[src/include/bridge_consts.svh]
// bridge constants for cache line geometry and AXI field widths
`ifndef BRIDGE_CONSTS_SVH
`define BRIDGE_CONSTS_SVH

`define LINE_WIDTH      128
`define LINE_WORD_NUM   4
`define OFFSET_WIDTH    4       // byte offset within one line

`define AXI_ADDR_WIDTH  32
`define AXI_ID_WIDTH    4
`define AXI_DATA_WIDTH  32
`define AXI_STRB_WIDTH  (`AXI_DATA_WIDTH / 8)

// cache request kind for a whole line
`define REQ_TYPE_LINE   3'd4
`define AXI_SIZE_WORD   3'd2    // 4 bytes per beat

`endif

[src/hw/axi_pkg.sv]
// AXI side vector types shared by the bridge and its master port
`include "bridge_consts.svh"

package axi_pkg;

    typedef logic [`AXI_ADDR_WIDTH-1:0] axi_addr_t;   // byte address
    typedef logic [`AXI_DATA_WIDTH-1:0] axi_data_t;

    // bit 0 set for the data cache, clear for the instruction cache
    typedef logic [`AXI_ID_WIDTH-1:0] axi_id_t;

    typedef logic [7:0] axi_len_t;     // beats minus one
    typedef logic [2:0] axi_size_t;    // log2 bytes per beat
    typedef logic [1:0] axi_resp_t;

    typedef logic [`AXI_STRB_WIDTH-1:0] axi_strb_t;

endpackage

[src/hw/cache_port_pkg.sv]
// cache side types for the bridge: request kind, line payload and FSM states
`include "bridge_consts.svh"

package cache_port_pkg;

    // 0 byte, 1 half, 2 word, 4 full line
    typedef logic [2:0] req_type_t;

    typedef logic [`LINE_WIDTH-1:0] line_data_t;   // word 0 in the low bits

    typedef logic [`OFFSET_WIDTH-3:0] beat_cnt_t;

    typedef enum logic {
        rd_idle,
        rd_issue
    } rd_state_e;

    typedef enum logic [1:0] {
        wr_idle,
        wr_addr,
        wr_data,
        wr_resp
    } wr_state_e;

endpackage

[src/hw/read_path.sv]
// read path: cache request arbiter, AR channel issue and R beat steering
`timescale 1ns/1ps
`include "bridge_consts.svh"

module read_path (
    input  logic                      clk,
    input  logic                      reset,

    input  logic                      data_rd_req,
    input  logic                      inst_rd_req,
    input  cache_port_pkg::req_type_t data_rd_type,
    input  cache_port_pkg::req_type_t inst_rd_type,
    input  axi_pkg::axi_addr_t        data_rd_addr,
    input  axi_pkg::axi_addr_t        inst_rd_addr,
    output logic                      data_rd_rdy,
    output logic                      inst_rd_rdy,

    input  logic                      write_busy,
    input  logic                      b_done,

    output axi_pkg::axi_id_t          arid,
    output axi_pkg::axi_addr_t        araddr,
    output axi_pkg::axi_len_t         arlen,
    output axi_pkg::axi_size_t        arsize,
    output logic                      arvalid,
    input  logic                      arready,

    input  axi_pkg::axi_id_t          rid,
    input  axi_pkg::axi_data_t        rdata,
    input  logic                      rlast,
    input  logic                      rvalid,
    output logic                      rready,

    output logic                      inst_ret_valid,
    output logic                      inst_ret_last,
    output axi_pkg::axi_data_t        inst_ret_data,
    output logic                      data_ret_valid,
    output logic                      data_ret_last,
    output axi_pkg::axi_data_t        data_ret_data
);
    import axi_pkg::*;
    import cache_port_pkg::*;

    rd_state_e rd_state;
    logic      rd_open;     // idle and not held behind a write
    logic      rd_take;
    logic      sel_data;
    req_type_t sel_type;
    axi_addr_t sel_addr;
    logic      sel_line;

    // reads wait for any pending write unless its response lands now
    assign rd_open     = (rd_state == rd_idle) && !(write_busy && !b_done);
    assign data_rd_rdy = rd_open;
    assign inst_rd_rdy = rd_open && !data_rd_req;   // data side always wins
    assign rd_take     = rd_open && (data_rd_req || inst_rd_req);

    assign sel_data = data_rd_req;
    assign sel_type = sel_data ? data_rd_type : inst_rd_type;
    assign sel_addr = sel_data ? data_rd_addr : inst_rd_addr;
    assign sel_line = (sel_type == `REQ_TYPE_LINE);

    always_ff @(posedge clk) begin
        if (reset) begin
            rd_state <= rd_idle;
        end else begin
            case (rd_state)
                rd_idle: begin
                    if (rd_take) begin
                        rd_state <= rd_issue;
                    end
                end
                rd_issue: begin
                    if (arready) begin
                        rd_state <= rd_idle;
                    end
                end
                default: rd_state <= rd_idle;
            endcase
        end
    end

    // AR payload, held stable while arvalid is up
    always_ff @(posedge clk) begin
        if (rd_take) begin
            arid   <= axi_id_t'(sel_data);
            araddr <= sel_addr;
            arsize <= sel_line ? `AXI_SIZE_WORD : axi_size_t'(sel_type);
            arlen  <= sel_line ? axi_len_t'(`LINE_WORD_NUM - 1) : '0;
        end
    end

    assign arvalid = (rd_state == rd_issue);
    assign rready  = 1'b1;   // caches take every beat

    // steer by id bit 0
    assign data_ret_valid = rvalid && rid[0];
    assign data_ret_last  = rvalid && rlast && rid[0];
    assign data_ret_data  = rdata;
    assign inst_ret_valid = rvalid && !rid[0];
    assign inst_ret_last  = rvalid && rlast && !rid[0];
    assign inst_ret_data  = rdata;

endmodule

[src/hw/write_burst.sv]
// write engine for the data cache: AW issue, W burst from a line shift buffer, B wait
`timescale 1ns/1ps
`include "bridge_consts.svh"

module write_burst (
    input  logic                       clk,
    input  logic                       reset,

    input  logic                       data_wr_req,
    input  cache_port_pkg::req_type_t  data_wr_type,
    input  axi_pkg::axi_addr_t         data_wr_addr,
    input  axi_pkg::axi_strb_t         data_wr_wstrb,
    input  cache_port_pkg::line_data_t data_wr_data,
    output logic                       data_wr_rdy,

    output axi_pkg::axi_addr_t         awaddr,
    output axi_pkg::axi_len_t          awlen,
    output axi_pkg::axi_size_t         awsize,
    output logic                       awvalid,
    input  logic                       awready,

    output axi_pkg::axi_data_t         wdata,
    output axi_pkg::axi_strb_t         wstrb,
    output logic                       wlast,
    output logic                       wvalid,
    input  logic                       wready,

    input  logic                       bvalid,
    output logic                       bready,

    output logic                       write_busy,
    output logic                       b_done,
    output logic                       write_buffer_empty
);
    import axi_pkg::*;
    import cache_port_pkg::*;

    wr_state_e  wr_state;
    line_data_t line_buf;     // low word is the beat on the bus
    beat_cnt_t  beats_left;   // beats after the current one
    logic       wr_take;
    logic       wr_line;
    logic       w_fire;

    assign data_wr_rdy = (wr_state == wr_idle);
    assign wr_take     = data_wr_req && data_wr_rdy;
    assign wr_line     = (data_wr_type == `REQ_TYPE_LINE);
    assign w_fire      = wvalid && wready;

    assign awvalid = (wr_state == wr_addr);
    assign wvalid  = (wr_state == wr_data);
    assign bready  = (wr_state == wr_resp);
    assign wlast   = wvalid && (beats_left == '0);
    assign wdata   = line_buf[`AXI_DATA_WIDTH-1:0];

    assign write_busy         = (wr_state != wr_idle);
    assign b_done             = bvalid && bready;
    assign write_buffer_empty = (wr_state == wr_idle);

    always_ff @(posedge clk) begin
        if (reset) begin
            wr_state <= wr_idle;
        end else begin
            case (wr_state)
                wr_idle: begin
                    if (wr_take) begin
                        wr_state <= wr_addr;
                    end
                end
                wr_addr: begin
                    if (awready) begin
                        wr_state <= wr_data;
                    end
                end
                wr_data: begin
                    if (w_fire && wlast) begin
                        wr_state <= wr_resp;
                    end
                end
                wr_resp: begin
                    if (b_done) begin
                        wr_state <= wr_idle;
                    end
                end
                default: wr_state <= wr_idle;
            endcase
        end
    end

    always_ff @(posedge clk) begin
        if (reset) begin
            beats_left <= '0;
        end else if (wr_take) begin
            beats_left <= wr_line ? beat_cnt_t'(`LINE_WORD_NUM - 1) : '0;
        end else if (w_fire && !wlast) begin
            beats_left <= beats_left - 1'b1;
        end
    end

    // AW payload and line buffer, loaded on acceptance
    always_ff @(posedge clk) begin
        if (wr_take) begin
            awaddr   <= data_wr_addr;
            awsize   <= wr_line ? `AXI_SIZE_WORD : axi_size_t'(data_wr_type);
            awlen    <= wr_line ? axi_len_t'(`LINE_WORD_NUM - 1) : '0;
            wstrb    <= data_wr_wstrb;
            line_buf <= data_wr_data;
        end else if (w_fire) begin
            line_buf <= line_buf >> `AXI_DATA_WIDTH;   // next word down
        end
    end

endmodule

[src/hw/cache_axi_bridge.sv]
// cache to AXI bridge top: instruction and data cache ports onto one AXI master
`timescale 1ns/1ps

module cache_axi_bridge (
    input  logic                       clk,
    input  logic                       reset,

    // instruction cache
    input  logic                       inst_rd_req,
    input  cache_port_pkg::req_type_t  inst_rd_type,
    input  axi_pkg::axi_addr_t         inst_rd_addr,
    output logic                       inst_rd_rdy,
    output logic                       inst_ret_valid,
    output logic                       inst_ret_last,
    output axi_pkg::axi_data_t         inst_ret_data,

    // data cache
    input  logic                       data_rd_req,
    input  cache_port_pkg::req_type_t  data_rd_type,
    input  axi_pkg::axi_addr_t         data_rd_addr,
    output logic                       data_rd_rdy,
    output logic                       data_ret_valid,
    output logic                       data_ret_last,
    output axi_pkg::axi_data_t         data_ret_data,
    input  logic                       data_wr_req,
    input  cache_port_pkg::req_type_t  data_wr_type,
    input  axi_pkg::axi_addr_t         data_wr_addr,
    input  axi_pkg::axi_strb_t         data_wr_wstrb,
    input  cache_port_pkg::line_data_t data_wr_data,
    output logic                       data_wr_rdy,
    output logic                       write_buffer_empty,

    // AXI master
    output axi_pkg::axi_id_t           arid,
    output axi_pkg::axi_addr_t         araddr,
    output axi_pkg::axi_len_t          arlen,
    output axi_pkg::axi_size_t         arsize,
    output logic                       arvalid,
    input  logic                       arready,
    input  axi_pkg::axi_id_t           rid,
    input  axi_pkg::axi_data_t         rdata,
    input  logic                       rlast,
    input  logic                       rvalid,
    output logic                       rready,
    output axi_pkg::axi_addr_t         awaddr,
    output axi_pkg::axi_len_t          awlen,
    output axi_pkg::axi_size_t         awsize,
    output logic                       awvalid,
    input  logic                       awready,
    output axi_pkg::axi_data_t         wdata,
    output axi_pkg::axi_strb_t         wstrb,
    output logic                       wlast,
    output logic                       wvalid,
    input  logic                       wready,
    input  logic                       bvalid,
    output logic                       bready
);

    logic write_busy;
    logic b_done;   // write response accepted this cycle

    read_path read_path_i (
        .clk            (clk),
        .reset          (reset),
        .data_rd_req    (data_rd_req),
        .inst_rd_req    (inst_rd_req),
        .data_rd_type   (data_rd_type),
        .inst_rd_type   (inst_rd_type),
        .data_rd_addr   (data_rd_addr),
        .inst_rd_addr   (inst_rd_addr),
        .data_rd_rdy    (data_rd_rdy),
        .inst_rd_rdy    (inst_rd_rdy),
        .write_busy     (write_busy),
        .b_done         (b_done),
        .arid           (arid),
        .araddr         (araddr),
        .arlen          (arlen),
        .arsize         (arsize),
        .arvalid        (arvalid),
        .arready        (arready),
        .rid            (rid),
        .rdata          (rdata),
        .rlast          (rlast),
        .rvalid         (rvalid),
        .rready         (rready),
        .inst_ret_valid (inst_ret_valid),
        .inst_ret_last  (inst_ret_last),
        .inst_ret_data  (inst_ret_data),
        .data_ret_valid (data_ret_valid),
        .data_ret_last  (data_ret_last),
        .data_ret_data  (data_ret_data)
    );

    write_burst write_burst_i (
        .clk                (clk),
        .reset              (reset),
        .data_wr_req        (data_wr_req),
        .data_wr_type       (data_wr_type),
        .data_wr_addr       (data_wr_addr),
        .data_wr_wstrb      (data_wr_wstrb),
        .data_wr_data       (data_wr_data),
        .data_wr_rdy        (data_wr_rdy),
        .awaddr             (awaddr),
        .awlen              (awlen),
        .awsize             (awsize),
        .awvalid            (awvalid),
        .awready            (awready),
        .wdata              (wdata),
        .wstrb              (wstrb),
        .wlast              (wlast),
        .wvalid             (wvalid),
        .wready             (wready),
        .bvalid             (bvalid),
        .bready             (bready),
        .write_busy         (write_busy),
        .b_done             (b_done),
        .write_buffer_empty (write_buffer_empty)
    );

endmodule

[config.mk]
export PLATFORM = sky130hd
export DESIGN_NAME = cache_axi_bridge
export DESIGN_NICKNAME = d
export VERILOG_FILES = /design/src/hw/axi_pkg.sv /design/src/hw/cache_port_pkg.sv /design/src/hw/read_path.sv /design/src/hw/write_burst.sv /design/src/hw/cache_axi_bridge.sv
export VERILOG_INCLUDE_DIRS = /design/src /design/src/include
export SDC_FILE = /design/constraint.sdc
export NUM_CORES = 1
export LEC_CHECK = 0
export ABC_CLOCK_PERIOD_IN_PS = 4800
export BUFFER_PORTS_ARGS = -buffer_cell sky130_fd_sc_hd__clkbuf_2
export CAP_MARGIN = 20
export CORE_AREA = 2 2 189 191
export CTS_CLUSTER_SIZE = 30
export DETAILED_ROUTE_END_ITERATION = 6
export DIE_AREA = 0 0 191 193
export SETUP_SLACK_MARGIN = 0.5
export SYNTH_ARGS = -nofsm -noshare
export SYNTH_HDL_FRONTEND = slang
export SYNTH_SLANG_ARGS = --single-unit
[constraint.sdc]
create_clock -name clk -period 4.8 [get_ports clk]
set_input_delay 0.24 -clock clk [delete_from_list [all_inputs] [get_ports clk]]
set_output_delay 0.24 -clock clk [all_outputs]
set_load 0.05 [all_outputs]
==> results of run 1 <==
==> how the worst min path moves through the flow <==
| stage | start | end | depth (start not counted) |
|---|---|---|---|
| final | data_wr_data[30] | write_burst_i.line_buf[30]$_DFFE_PP_ | 2 |
| after global routing | data_wr_data[94] | write_burst_i.line_buf[94]$_DFFE_PP_ | 2 |
| after CTS | data_wr_data[125] | write_burst_i.line_buf[125]$_SDFFCE_PN0P_ | 2 |
| after detailed placement | data_wr_addr[25] | write_burst_i.awaddr[25]$_DFFE_PP_ | 1 |
| after global placement | data_wr_addr[24] | write_burst_i.awaddr[24]$_DFFE_PP_ | 1 |
| after floorplan | reset | write_burst_i.wr_state[0]$_SDFFE_PP0P_ | 1 |
==> sequential cells by signal, summed over array words and instances (netlist names) <==
name                      count
write_burst_i.awlen           1
write_burst_i.beats_left      2
write_burst_i.awsize          3
read_path_i.arvalid           1
read_path_i.arid              1
read_path_i.araddr           32
write_burst_i.wstrb           4
write_burst_i.awaddr         32
read_path_i.arsize            3
read_path_i.arlen             1
write_burst_i.line_buf      128
write_burst_i.wr_state        2
==> synthesized netlist by cell type <==
master    count
edfxtp_1    205
mux2_2      128
buf_4       123
and3_1       31
inv_1         8
clkbuf_1      7
ha_1          7
nand2_1       7
nor2b_1       7
dfxtp_1       5
nor2_1        5
buf_2         4
mux2i_1       4
nor3_1        3
a21oi_1       2
and3_2        2
conb_1        2
nand3_1       2
nor3b_1       2
o21a_1        2
o21ai_0       2
a2111o_1      1
a21o_1        1
a221oi_2      1
a31oi_1       1
a32oi_1       1
and2_0        1
and2_1        1
buf_6         1
buf_8         1
inv_2         1
o41ai_1       1
or3_1         1
==> metal layers <==
metal	vias to the layer above	part of all wire	routed length [um]
met5	-	0	0
met4	0	0.016	393
met3	32	0.10	2490
met2	314	0.49	12200
met1	2863	0.39	9610
li1	2908	-	-
==> worst max-delay path: cells and delay by family (launching register included) <==
family	cells	cell delay, ns
muxes	1	0.38
adders and majority gates	1	0.73
and+or+nand+nor	1	0.41
buffers and inverters	3	1.01
DFF	1	0.33
==> final cells by class <==
type,instances,share of cell area
Sequential cell,210,0.464
Inverter,9,0.00288
Clock buffer,26,0.0451
Multi-Input combinational cell,229,0.156
Clock inverter,18,0.0122
Timing Repair Buffer,558,0.276
Tap cell,461,0.0428
==> stage by stage <==
| step | setup WS (ns) | util | hold WS (ns) | instances |
|---|---|---|---|---|
| after floorplan | 1.50 | - | 0.306 | 584 |
| after global placement | 1.59 | 0.312 | 0.416 | 1287 |
| after detailed placement | 1.53 | 0.312 | 0.419 | 1287 |
| after CTS | 1.54 | 0.385 | 0.000192 | 1511 |
| after global routing | 1.36 | 0.385 | 0.00512 | 1511 |
| final | 1.63 | 0.385 | 0.0331 | 1511 |
==> timing repair <==
| action | in CTS | in global routing |
|---|---|---|
| buffers inserted | 0 | 0 |
| hold endpoints to repair | 168 | 0 |
| hold buffers | 180 | 0 |
==> power groups by stage <==
stage	registers [uW]	logic, uW	clock network (uW)
2_1_floorplan	3860	1920	0
3_3_place_gp	3240	2940	0
3_5_place_dp	3270	2980	0
4_1_cts	3230	3110	1850
5_1_grt	3290	3260	1930
6_report	3220	3070	1790
==> kinds of logic after synthesis <==
family | Yosys count
compound gates | 12
fa+ha+maj | 7
buf+inv | 145
flops | 210
mux | 132
other cells | 2
simple gates | 62
==> qor.txt, run 1 <==
Max-cap violation count = 0
Unrepaired setup endpoints after global routing = no
Crit path largest cell delay = 0.73 ns
Core area = 35,000 um^2
Mapped Avg Cell Area = 16.3 um^2
Post-Synth Simple-Gate Area = 0.0383
Clk pwr share = 0.221
Inserted Clock Buffers = 24
Ranking of synthesized cells by area = edfxtp_1 66%, mux2_2 15%, buf_4 9.9%
Post-route cell area = 13,500 um^2
Fmax = 0.316 GHz
Final WL = 24,700 um
Routed vias/inst = 4.05
Beginning of the critical path = write_burst_i.wr_state[0]$_SDFFE_PP0P_
Critical Path, Cell by Cell = inv_1 > ha_2 > nand2_1 > inv_6 > buf_4 > mux2_2
Critical Path End = write_burst_i.line_buf[8]$_DFFE_PP_
Placement Cell Area = 10,900 um^2
Layout net count = 1,323
DR DRC count = 0
Commonest non-fill, non-tap cell in the layout = clkbuf_2
Reg-to-Reg End = write_burst_i.line_buf[8]$_DFFE_PP_
Overflow after GRT = 0
Crit path kind = reg2reg
Max-slew headroom = 0.304
Area growth, synth to finish = 44.7%
Share of the yosys chip area belonging to registers = 0.672
Worst-path maximum fanout = 44
Worst min-delay path category = in2reg
H-Tree Depth = 1
Worst-margin pin slew = 1.04 ns
Initial antenna violation count = 1
Multiplexer area fraction after synthesis = 0.159
Largest family of logic cells by synthesized area = multiplexers
GP Congestion = 0.778
Clock-pin transition on the worst setup and hold timing paths = 0.06 ns
First-pass GRT wire length = 35,600 um
Post-Synth Adder-Cell Area = 0.00941
Unique masters post-synth = 33
Initial Util = 0.266
Area taken by flip-flops and latches = 6260 um^2
Mapped Cells = 570
Peak VDD IR = 601 uV
Ports = 488
Fin. max-slew vios = 0
Synth Area in Compound Gates = 0.00994
Slowest CP cell = ha_2
FILL cells = 3,322
Clk root buf = clkbuf_16
WP data arrival = 3.46 ns
Die area = 36,900 um^2
CTS resizes = 0
Antenna fix cells = 0
Global Route met2 Usage = 0.217
Multi-input gate area = 2110 um^2
Largest net degree at the start of global routing = 129
FF-to-FF path depth = 6
Final setup viols = 0
Setup TNS = 0 ns
Post-DP HPWL = 16,200 um
Drt first-iter violations = 266
Insertion delay to the later sink of the worst-skew pair = 0.53 ns
Synth Cell Area = 9310 um^2
Startpoint Class = flip-flop
Final Hold Viols = 0
CTS tree = yes
Met1 usage = 0.148
Detailed-route wire length per cell = 16.3 um
Sw Share = 0.389
Busiest layer in global routing = met2
Clock Sinks = 210
Vias = 6,117
Total track usage = 0.126
Reg2reg start = write_burst_i.wr_state[0]$_SDFFE_PP0P_
Die height = 193 um
Met3 usage = 0.0480
XOR/XNOR share of the synthesized area = 0
Internal = 4930 uW
Area leader, netlist = edfxtp_1
Layout cell share with drive strength beyond 1 = 0.520
Layout Skew = 0.0157 ns
WP data required = 5.09 ns
DR pass1 iterations = 4
NetSw = 3140 uW
Crit end category = flip-flop
Die W = 191 um
Combinational Power Share = 0.380
Reg-to-reg slack, setup = 1.63 ns
Status = completed
Pwr/cell area = 599 nW/um^2
Power, Total = 8070 uW
Port Buf Inserts = 372
Fin crit share = 0.660
Share of the synthesized area in the top cell type = 0.661
Site Rows = 69
Routed Antenna Nets = 0
Static Leakage = 0.00565 uW
Clock buffer depth = 3
Vias in the first global route = 6,367
Synth Register Bits = 210
Period minus WS final = 3.17 ns
Most frequent cells in the layout = 372 x clkbuf_2, 205 x edfxtp_1, 180 x dlygate4sd3_1, 128 x mux2_2, 31 x and3_1
YS warnings = 0
Flop pwr share = 0.399
No activity file was read; power rests on OpenSTA's default activity.
==> inputs of run 2 (changes only) <==
Settings changed: ABC_CLOCK_PERIOD_IN_PS 4800 to 2710.
Clock period 4.8 ns to 2.71 ns, I/O delays scaled along.
==> run 2 against run 1 <==
Net effect: hold slack gained 0.016 ns; combinational power grew 85%; first-iteration DRC count shrank 18%; clock power grew 99%; register-to-register slack lost 0.87 ns; via count grew 4.4%; setup slack lost 0.98 ns; die area is the same; final area grew 6.2%; critical path type is now reg2out; critical endpoint is now data_rd_rdy; largest cell class unchanged.
==> qor.txt, run 2 (synthesized netlist as in run 1, its figures left out) <==
Overflow after GRT = 0 (unchanged)
Max-slew headroom = 0.528 (+0.225)
Startpoint Class = flip-flop
Setup Buffers After CTS = 0 (unchanged)
Hold Path Origin = inst_rd_req
Fin. max-slew vios = 0 (unchanged)
Vias in the first global route = 6,884 (+8.1%)
Status = completed
Max-cap violation count = 0 (unchanged)
Drt first-iter violations = 218 (-18%)
Initial antenna violation count = 4 (+3)
Critical Path End = data_rd_rdy
Beginning of the critical path = write_burst_i.wr_state[0]$_SDFFE_PP0P_
Detailed-route wire length per cell = 16.2 um (-0.50%)
Final setup viols = 0 (unchanged)
DR pass1 iterations = 4 (unchanged)
Unrepaired setup endpoints after global routing = no
WP data arrival = 1.93 ns (-1.53 ns)
FILL cells = 3,193 (-3.9%)
Clock buffer depth = 3 (unchanged)
Layout cell share with drive strength beyond 1 = 0.505 (-0.0151)
Pwr/cell area = 1040 nW/um^2 (+74%)
Largest regs = write_burst_i.line_buf: 128 flops, read_path_i.araddr: 32 flops, write_burst_i.awaddr: 32 flops
Inst Count DP = 1,292 (+0.39%)
Layout net count = 1,388 (+4.9%)
Final Hold Viols = 0 (unchanged)
Post-DP HPWL = 16,600 um (+2.8%)
Clk root buf = clkbuf_16
Worst-path maximum fanout = 36 (-18%)
Fmax = 0.485 GHz
Fin crit share = 0.760
Port Buf Inserts = 372 (unchanged)
Commonest non-fill, non-tap cell in the layout = clkbuf_2
Crit end category = output port
Insertion delay to the later sink of the worst-skew pair = 0.54 ns (about the same)
Peak VDD IR = 845 uV (+41%)
Die W = 191 um (unchanged)
WP data required = 2.57 ns (-2.52 ns)
Area growth, synth to finish = 53.6%
Crit path largest cell delay = 0.42 ns (-0.31 ns)
DR DRC count = 0 (unchanged)
CTS tree = yes
Static Leakage = 0.00598 uW (+5.9%)
Inserted Clock Buffers = 26 (+8.3%)
First-pass GRT wire length = 37,400 um (+5.0%)
Vias = 6,387 (+4.4%)
Slowest CP cell = dfxtp_1
Clock Sinks = 210 (unchanged)
GP Congestion = 0.739 (-5.1%)
Die height = 193 um (unchanged)
Routed Antenna Nets = 0 (unchanged)
Initial Util = 0.266 (unchanged)
Final WL = 25,700 um (+4.0%)
Period minus WS final = 2.06 ns
Clock-pin transition on the worst setup and hold timing paths = 0.06 ns (about the same)
Layout Skew = 0.0192 ns (+0.00345 ns)
Core area = 35,000 um^2 (unchanged)
Die area = 36,900 um^2 (unchanged)
FF-to-FF path depth = 6 (unchanged)
Combinational Power Share = 0.380 (about the same)
Site Rows = 69 (unchanged)
Total track usage = 0.132 (+0.00663)
H-Tree Depth = 1 (unchanged)
Worst min-delay path category = in2reg
Most frequent cells in the layout = 371 x clkbuf_2, 238 x dlygate4sd3_1, 205 x edfxtp_1, 128 x mux2_2, 31 x and3_1
Internal = 9240 uW (+87%)
Routed vias/inst = 4.04 (-0.15%)
Reg-to-reg slack, setup = 0.76 ns (-0.87 ns)
Largest net degree at the start of global routing = 53 (-59%)
Multi-input gate area = 2140 um^2 (+1.7%)
Clk pwr share = 0.239 (+0.018)
Hold WS = 0.0496 ns (+0.0165 ns)
Area taken by flip-flops and latches = 6260 um^2 (about the same)
Worst-margin pin slew = 0.706 ns (-0.338 ns)
Final std cells w/o fill = 1,580 (+4.6%)
Max FFs per register = 128 (unchanged)
Largest Register = write_burst_i.line_buf
Reg-to-Reg End = read_path_i.araddr[13]$_DFFE_PP_
Critical Path, Cell by Cell = inv_2 > ha_4 > buf_8 > a21oi_4 > nor2_1 > clkbuf_2
Reg2reg start = write_burst_i.wr_state[0]$_SDFFE_PP0P_
Ports = 488 (unchanged)
Flop pwr share = 0.380 (-0.019)
Setup TNS = 0 ns (unchanged)
NetSw = 5680 uW (+81%)
Crit path kind = reg2out
Sw Share = 0.381 (-0.00800)
## run 2: cell types whose count changed in the layout (fill, tap and decap cells not counted), sizes merged
cell,change
buf,+5
bufinv,+2
clkbuf,+4
clkinv,-4
clkinvlp,+3
diode,+2
dlygate4sd3,+58
inv,-1
## run 2: how the worst min path moves through the flow
stage	slack (ns)	to	cells past startpoint
4_1_cts	0.03	read_path_i.arvalid$_SDFF_PP0_	4
6_report	0.05	read_path_i.arvalid$_SDFF_PP0_	4
2_1_floorplan	0.20	write_burst_i.wr_state[0]$_SDFFE_PP0P_	1
3_5_place_dp	0.27	data_ret_data[13]	0
3_3_place_gp	0.27	data_ret_data[13]	0
5_1_grt	0.04	read_path_i.arsize[1]$_SDFFCE_PP1P_	3
## run 2: per-stage QoR
stage / area, um^2 / worst slack (ns) / total power [uW] / util
final: 14300 / 0.649 / 14900 / 0.409
after global routing: 14300 / 0.506 / 15600 / 0.409
after CTS: 14300 / 0.526 / 15100 / 0.408
after detailed placement: 11000 / 0.474 / 11100 / 0.315
after global placement: 11000 / 0.523 / 11000 / 0.315
after floorplan: 9420 / 0.518 / 10200 / -
## run 2: critical path, delay by kind of cell, from the launching register on
kind | cells | cell delay, ns
adder cells (fa/ha/maj) | 1 | 0.18
flip-flops | 1 | 0.42
AND/OR/NAND/NOR | 1 | 0.06
buffers and inverters | 3 | 0.54
AO/OA/AOI/OAI | 1 | 0.19
## run 2: cell type report
cell class | instances | area share
flip-flops and latches | 210 | 0.437
repair buffers | 621 | 0.307
multi-input cells | 229 | 0.150
clock buffers | 30 | 0.0465
well taps | 461 | 0.0403
clock inverters | 18 | 0.0154
inverters | 9 | 0.00324
diodes | 2 | 0.000350
## run 2: per-layer routing
layer  share of wire  GRT usage  vias to the layer above
met5         0.00051          0                        -
met4           0.024     0.0447                        2
met1            0.39      0.152                     2992
met2            0.49      0.229                      311
met3           0.093     0.0481                       44
li1                -          -                     3038
## run 2: power groups by stage
stage	logic (uW)	clock network (uW)	registers, uW
global route	6040	3800	5810
CTS	5710	3680	5690
finish	5670	3570	5680
detailed placement	5390	0	5750
global placement	5340	0	5700
floorplan	3450	0	6780
## run 2: timing repair
| action | CTS | global route |
|---|---|---|
| pin swaps | 0 | 0 |
| hold buffers | 238 | 0 |
| setup endpoints to repair | 39 | 25 |
| endpoints found under the hold margin | 209 | 0 |
| gates resized for setup | 4 | 6 |
==> inputs of run 3 (changes only) <==
Settings changed: ABC_CLOCK_PERIOD_IN_PS 2710 to 2120.
Clock period 2.71 ns to 2.12 ns, I/O delays scaled along.
==> run 3 against run 2 <==
Net effect: combinational power grew 56%; critical path depth unchanged; count of clock-buffer cells in the layout decreased by 3; first-iteration DRC count is 1.8% higher; sequential share of layout area down 1.9 points; wire length is 11% higher; final area is 4.6% higher; global-route usage up 1.5 points; largest power group is now combinational cells.
==> qor.txt, run 3 (synthesized netlist as in run 1, its figures left out) <==
Unrepaired setup endpoints after global routing = yes
Most frequent cells in the layout = 364 x clkbuf_2, 241 x dlygate4sd3_1, 205 x edfxtp_1, 128 x mux2_2, 31 x and3_1
Clk root buf = clkbuf_16
Sw Share = 0.377 (-0.00445)
NetSw = 7740 uW (+36%)
Fmax = 0.571 GHz
Initial Util = 0.266 (unchanged)
Site Rows = 69 (unchanged)
Hold Crit Depth = 4 (unchanged)
Worst-margin pin slew = 0.660 ns (-0.0461 ns)
DR pass1 iterations = 4 (unchanged)
Met1 usage = 0.173 (+0.0214)
Post-route setup slack = 0.369 ns (-0.281 ns)
GP Congestion = 0.745 (+0.87%)
Reg2reg start = write_burst_i.wr_state[0]$_SDFFE_PP0P_
Worst min-delay path category = in2reg
Fin crit share = 0.826
Vias in the first global route = 7,259 (+5.4%)
FF-to-FF path depth = 8 (+2)
Total track usage = 0.147 (+0.0147)
Largest net degree at the start of global routing = 43 (-19%)
Static Leakage = 0.00631 uW (+5.5%)
Layout Skew = 0.0119 ns (-0.00724 ns)
WP data required = 2.01 ns (-0.56 ns)
Status = completed
Overflow after GRT = 0 (unchanged)
Setup TNS = 0 ns (unchanged)
Layout cell share with drive strength beyond 1 = 0.526 (+0.0215)
Combinational Power Share = 0.432 (+0.052)
Global Route met2 Usage = 0.257 (+0.0281)
Drt first-iter violations = 222 (+1.8%)
Ports = 488 (unchanged)
Worst-path maximum fanout = 4 (-89%)
Largest Register = write_burst_i.line_buf
Max-slew headroom = 0.559 (+0.0308)
Reg-to-Reg End = read_path_i.araddr[26]$_DFFE_PP_
Core area = 35,000 um^2 (unchanged)
Die W = 191 um (unchanged)
Clock buffer depth = 3 (unchanged)
Crit end category = output port
Layout net count = 1,428 (+2.9%)
Largest regs = write_burst_i.line_buf: 128 flops, read_path_i.araddr: 32 flops, write_burst_i.awaddr: 32 flops
First-pass GRT wire length = 41,000 um (+9.8%)
Post-DP HPWL = 17,200 um (+3.2%)
Met3 usage = 0.0456 (-0.00253)
Internal = 12,800 uW (+39%)
Setup WS pre-CTS = 0.290 ns (-0.184 ns)
Beginning of the critical path = write_burst_i.wr_state[0]$_SDFFE_PP0P_
Pwr/cell area = 1370 nW/um^2 (+32%)
Peak VDD IR = 1050 uV (+24%)
Clk pwr share = 0.215 (-0.024)
H-Tree Depth = 1 (unchanged)
Final setup viols = 0 (unchanged)
Min-Delay Endpoint = write_burst_i.wr_state[0]$_SDFFE_PP0P_
CTS tree = yes
Die height = 193 um (unchanged)
Max FFs per register = 128 (unchanged)
DR DRC count = 0 (unchanged)
Clock-pin transition on the worst setup and hold timing paths = 0.06 ns (about the same)
WP data arrival = 1.65 ns (-0.28 ns)
Routed Antenna Nets = 0 (unchanged)
Clock Sinks = 210 (unchanged)
Die area = 36,900 um^2 (unchanged)
Initial antenna violation count = 3 (-1)
Startpoint Class = flip-flop
Flop pwr share = 0.354 (-0.026)
Detailed-route wire length per cell = 17.5 um (+8.0%)
Final Hold Viols = 0 (unchanged)
Insertion delay to the later sink of the worst-skew pair = 0.54 ns (about the same)
Commonest non-fill, non-tap cell in the layout = clkbuf_2
Reg-to-reg slack, setup = 0.44 ns (-0.32 ns)
Area growth, synth to finish = 60.6%
Port Buf Inserts = 372 (unchanged)
Busiest layer in global routing = met2
Hold Path Origin = awready
FILL cells = 3,100 (-2.9%)
Crit path kind = reg2out
Max-cap violation count = 0 (unchanged)
Final WL = 28,400 um (+11%)
Vias = 6,638 (+3.9%)
Period minus WS final = 1.75 ns
Fin. max-slew vios = 0 (unchanged)
Routed vias/inst = 4.10 (+1.5%)
Inserted Clock Buffers = 25 (-3.8%)
run 3: changes by cell type in the layout (fill, tap and decap cells not counted), moves of 6 or more:
cell / change
buf_4: +17
buf_6: +7
clkbuf_2: -7
buf_12: +6
run 3: worst max-delay path, stage by stage (launching register included):
cell,delay (ns)
dfxtp_4,0.35
inv_4,0.07
ha_4,0.17
buf_12,0.13
a21oi_4,0.04
nor3_2,0.13
clkbuf_8,0.21
run 3: what timing repair did:
action / in CTS / in global routing
gates cloned: 5 / 4
gates resized for setup: 33 / 23
buffers inserted: 11 / 5
endpoints found under the setup margin: 248 / 179
endpoints found under the hold margin: 209 / 0
hold buffers: 241 / 0
pin swaps: 3 / 4
run 3: per-stage QoR:
stage          cells   util  power (uW)  hold slack (ns)  cell area [um^2]
5_1_grt         1615  0.428       21500           0.0512             14900
4_1_cts         1605  0.421       20300           0.0196             14700
2_1_floorplan    584      -       13100            0.165              9450
3_5_place_dp    1305  0.320       14600            0.212             11200
6_report        1618  0.428       20600           0.0383             15000
3_3_place_gp    1305  0.320       14400            0.212             11200
run 3: power groups by stage:
stage                     registers (uW)  clock network, uW  logic (uW)
after global routing                7410               4680        9400
final                               7270               4410        8870
after global placement              7300                  0        7140
after CTS                           7270               4530        8490
after floorplan                     8680                  0        4460
after detailed placement            7360                  0        7210
run 3: layer usage:
metal  share of wire  up-vias
met2            0.50      330
met1            0.41     3133
met3           0.077       42
met4           0.021        2
met5         0.00046        -
li1                -     3131
run 3: worst max path at each step:
stage                                                      end  slack [ns]  cells after the start
after floorplan                read_path_i.araddr[0]$_DFFE_PP_        0.03                      4
after global placement    write_burst_i.line_buf[81]$_DFFE_PP_        0.31                      6
after detailed placement  write_burst_i.line_buf[57]$_DFFE_PP_        0.29                      6
after CTS                                          data_rd_rdy        0.34                      6
after global routing                               inst_rd_rdy        0.31                      6
final                                              inst_rd_rdy        0.37                      6
run 3: area by class of cell:
type / instances / area (um^2) / share of cell area
multi-input cells: 232 / 2250 / 0.150
well taps: 461 / 577 / 0.0386
clock buffers: 27 / 633 / 0.0423
flip-flops and latches: 210 / 6260 / 0.419
inverters: 9 / 55.1 / 0.00368
repair buffers: 658 / 4960 / 0.332
clock inverters: 16 / 196 / 0.0131
repair inverters: 1 / 8.76 / 0.000586
diodes: 4 / 10.0 / 0.000669
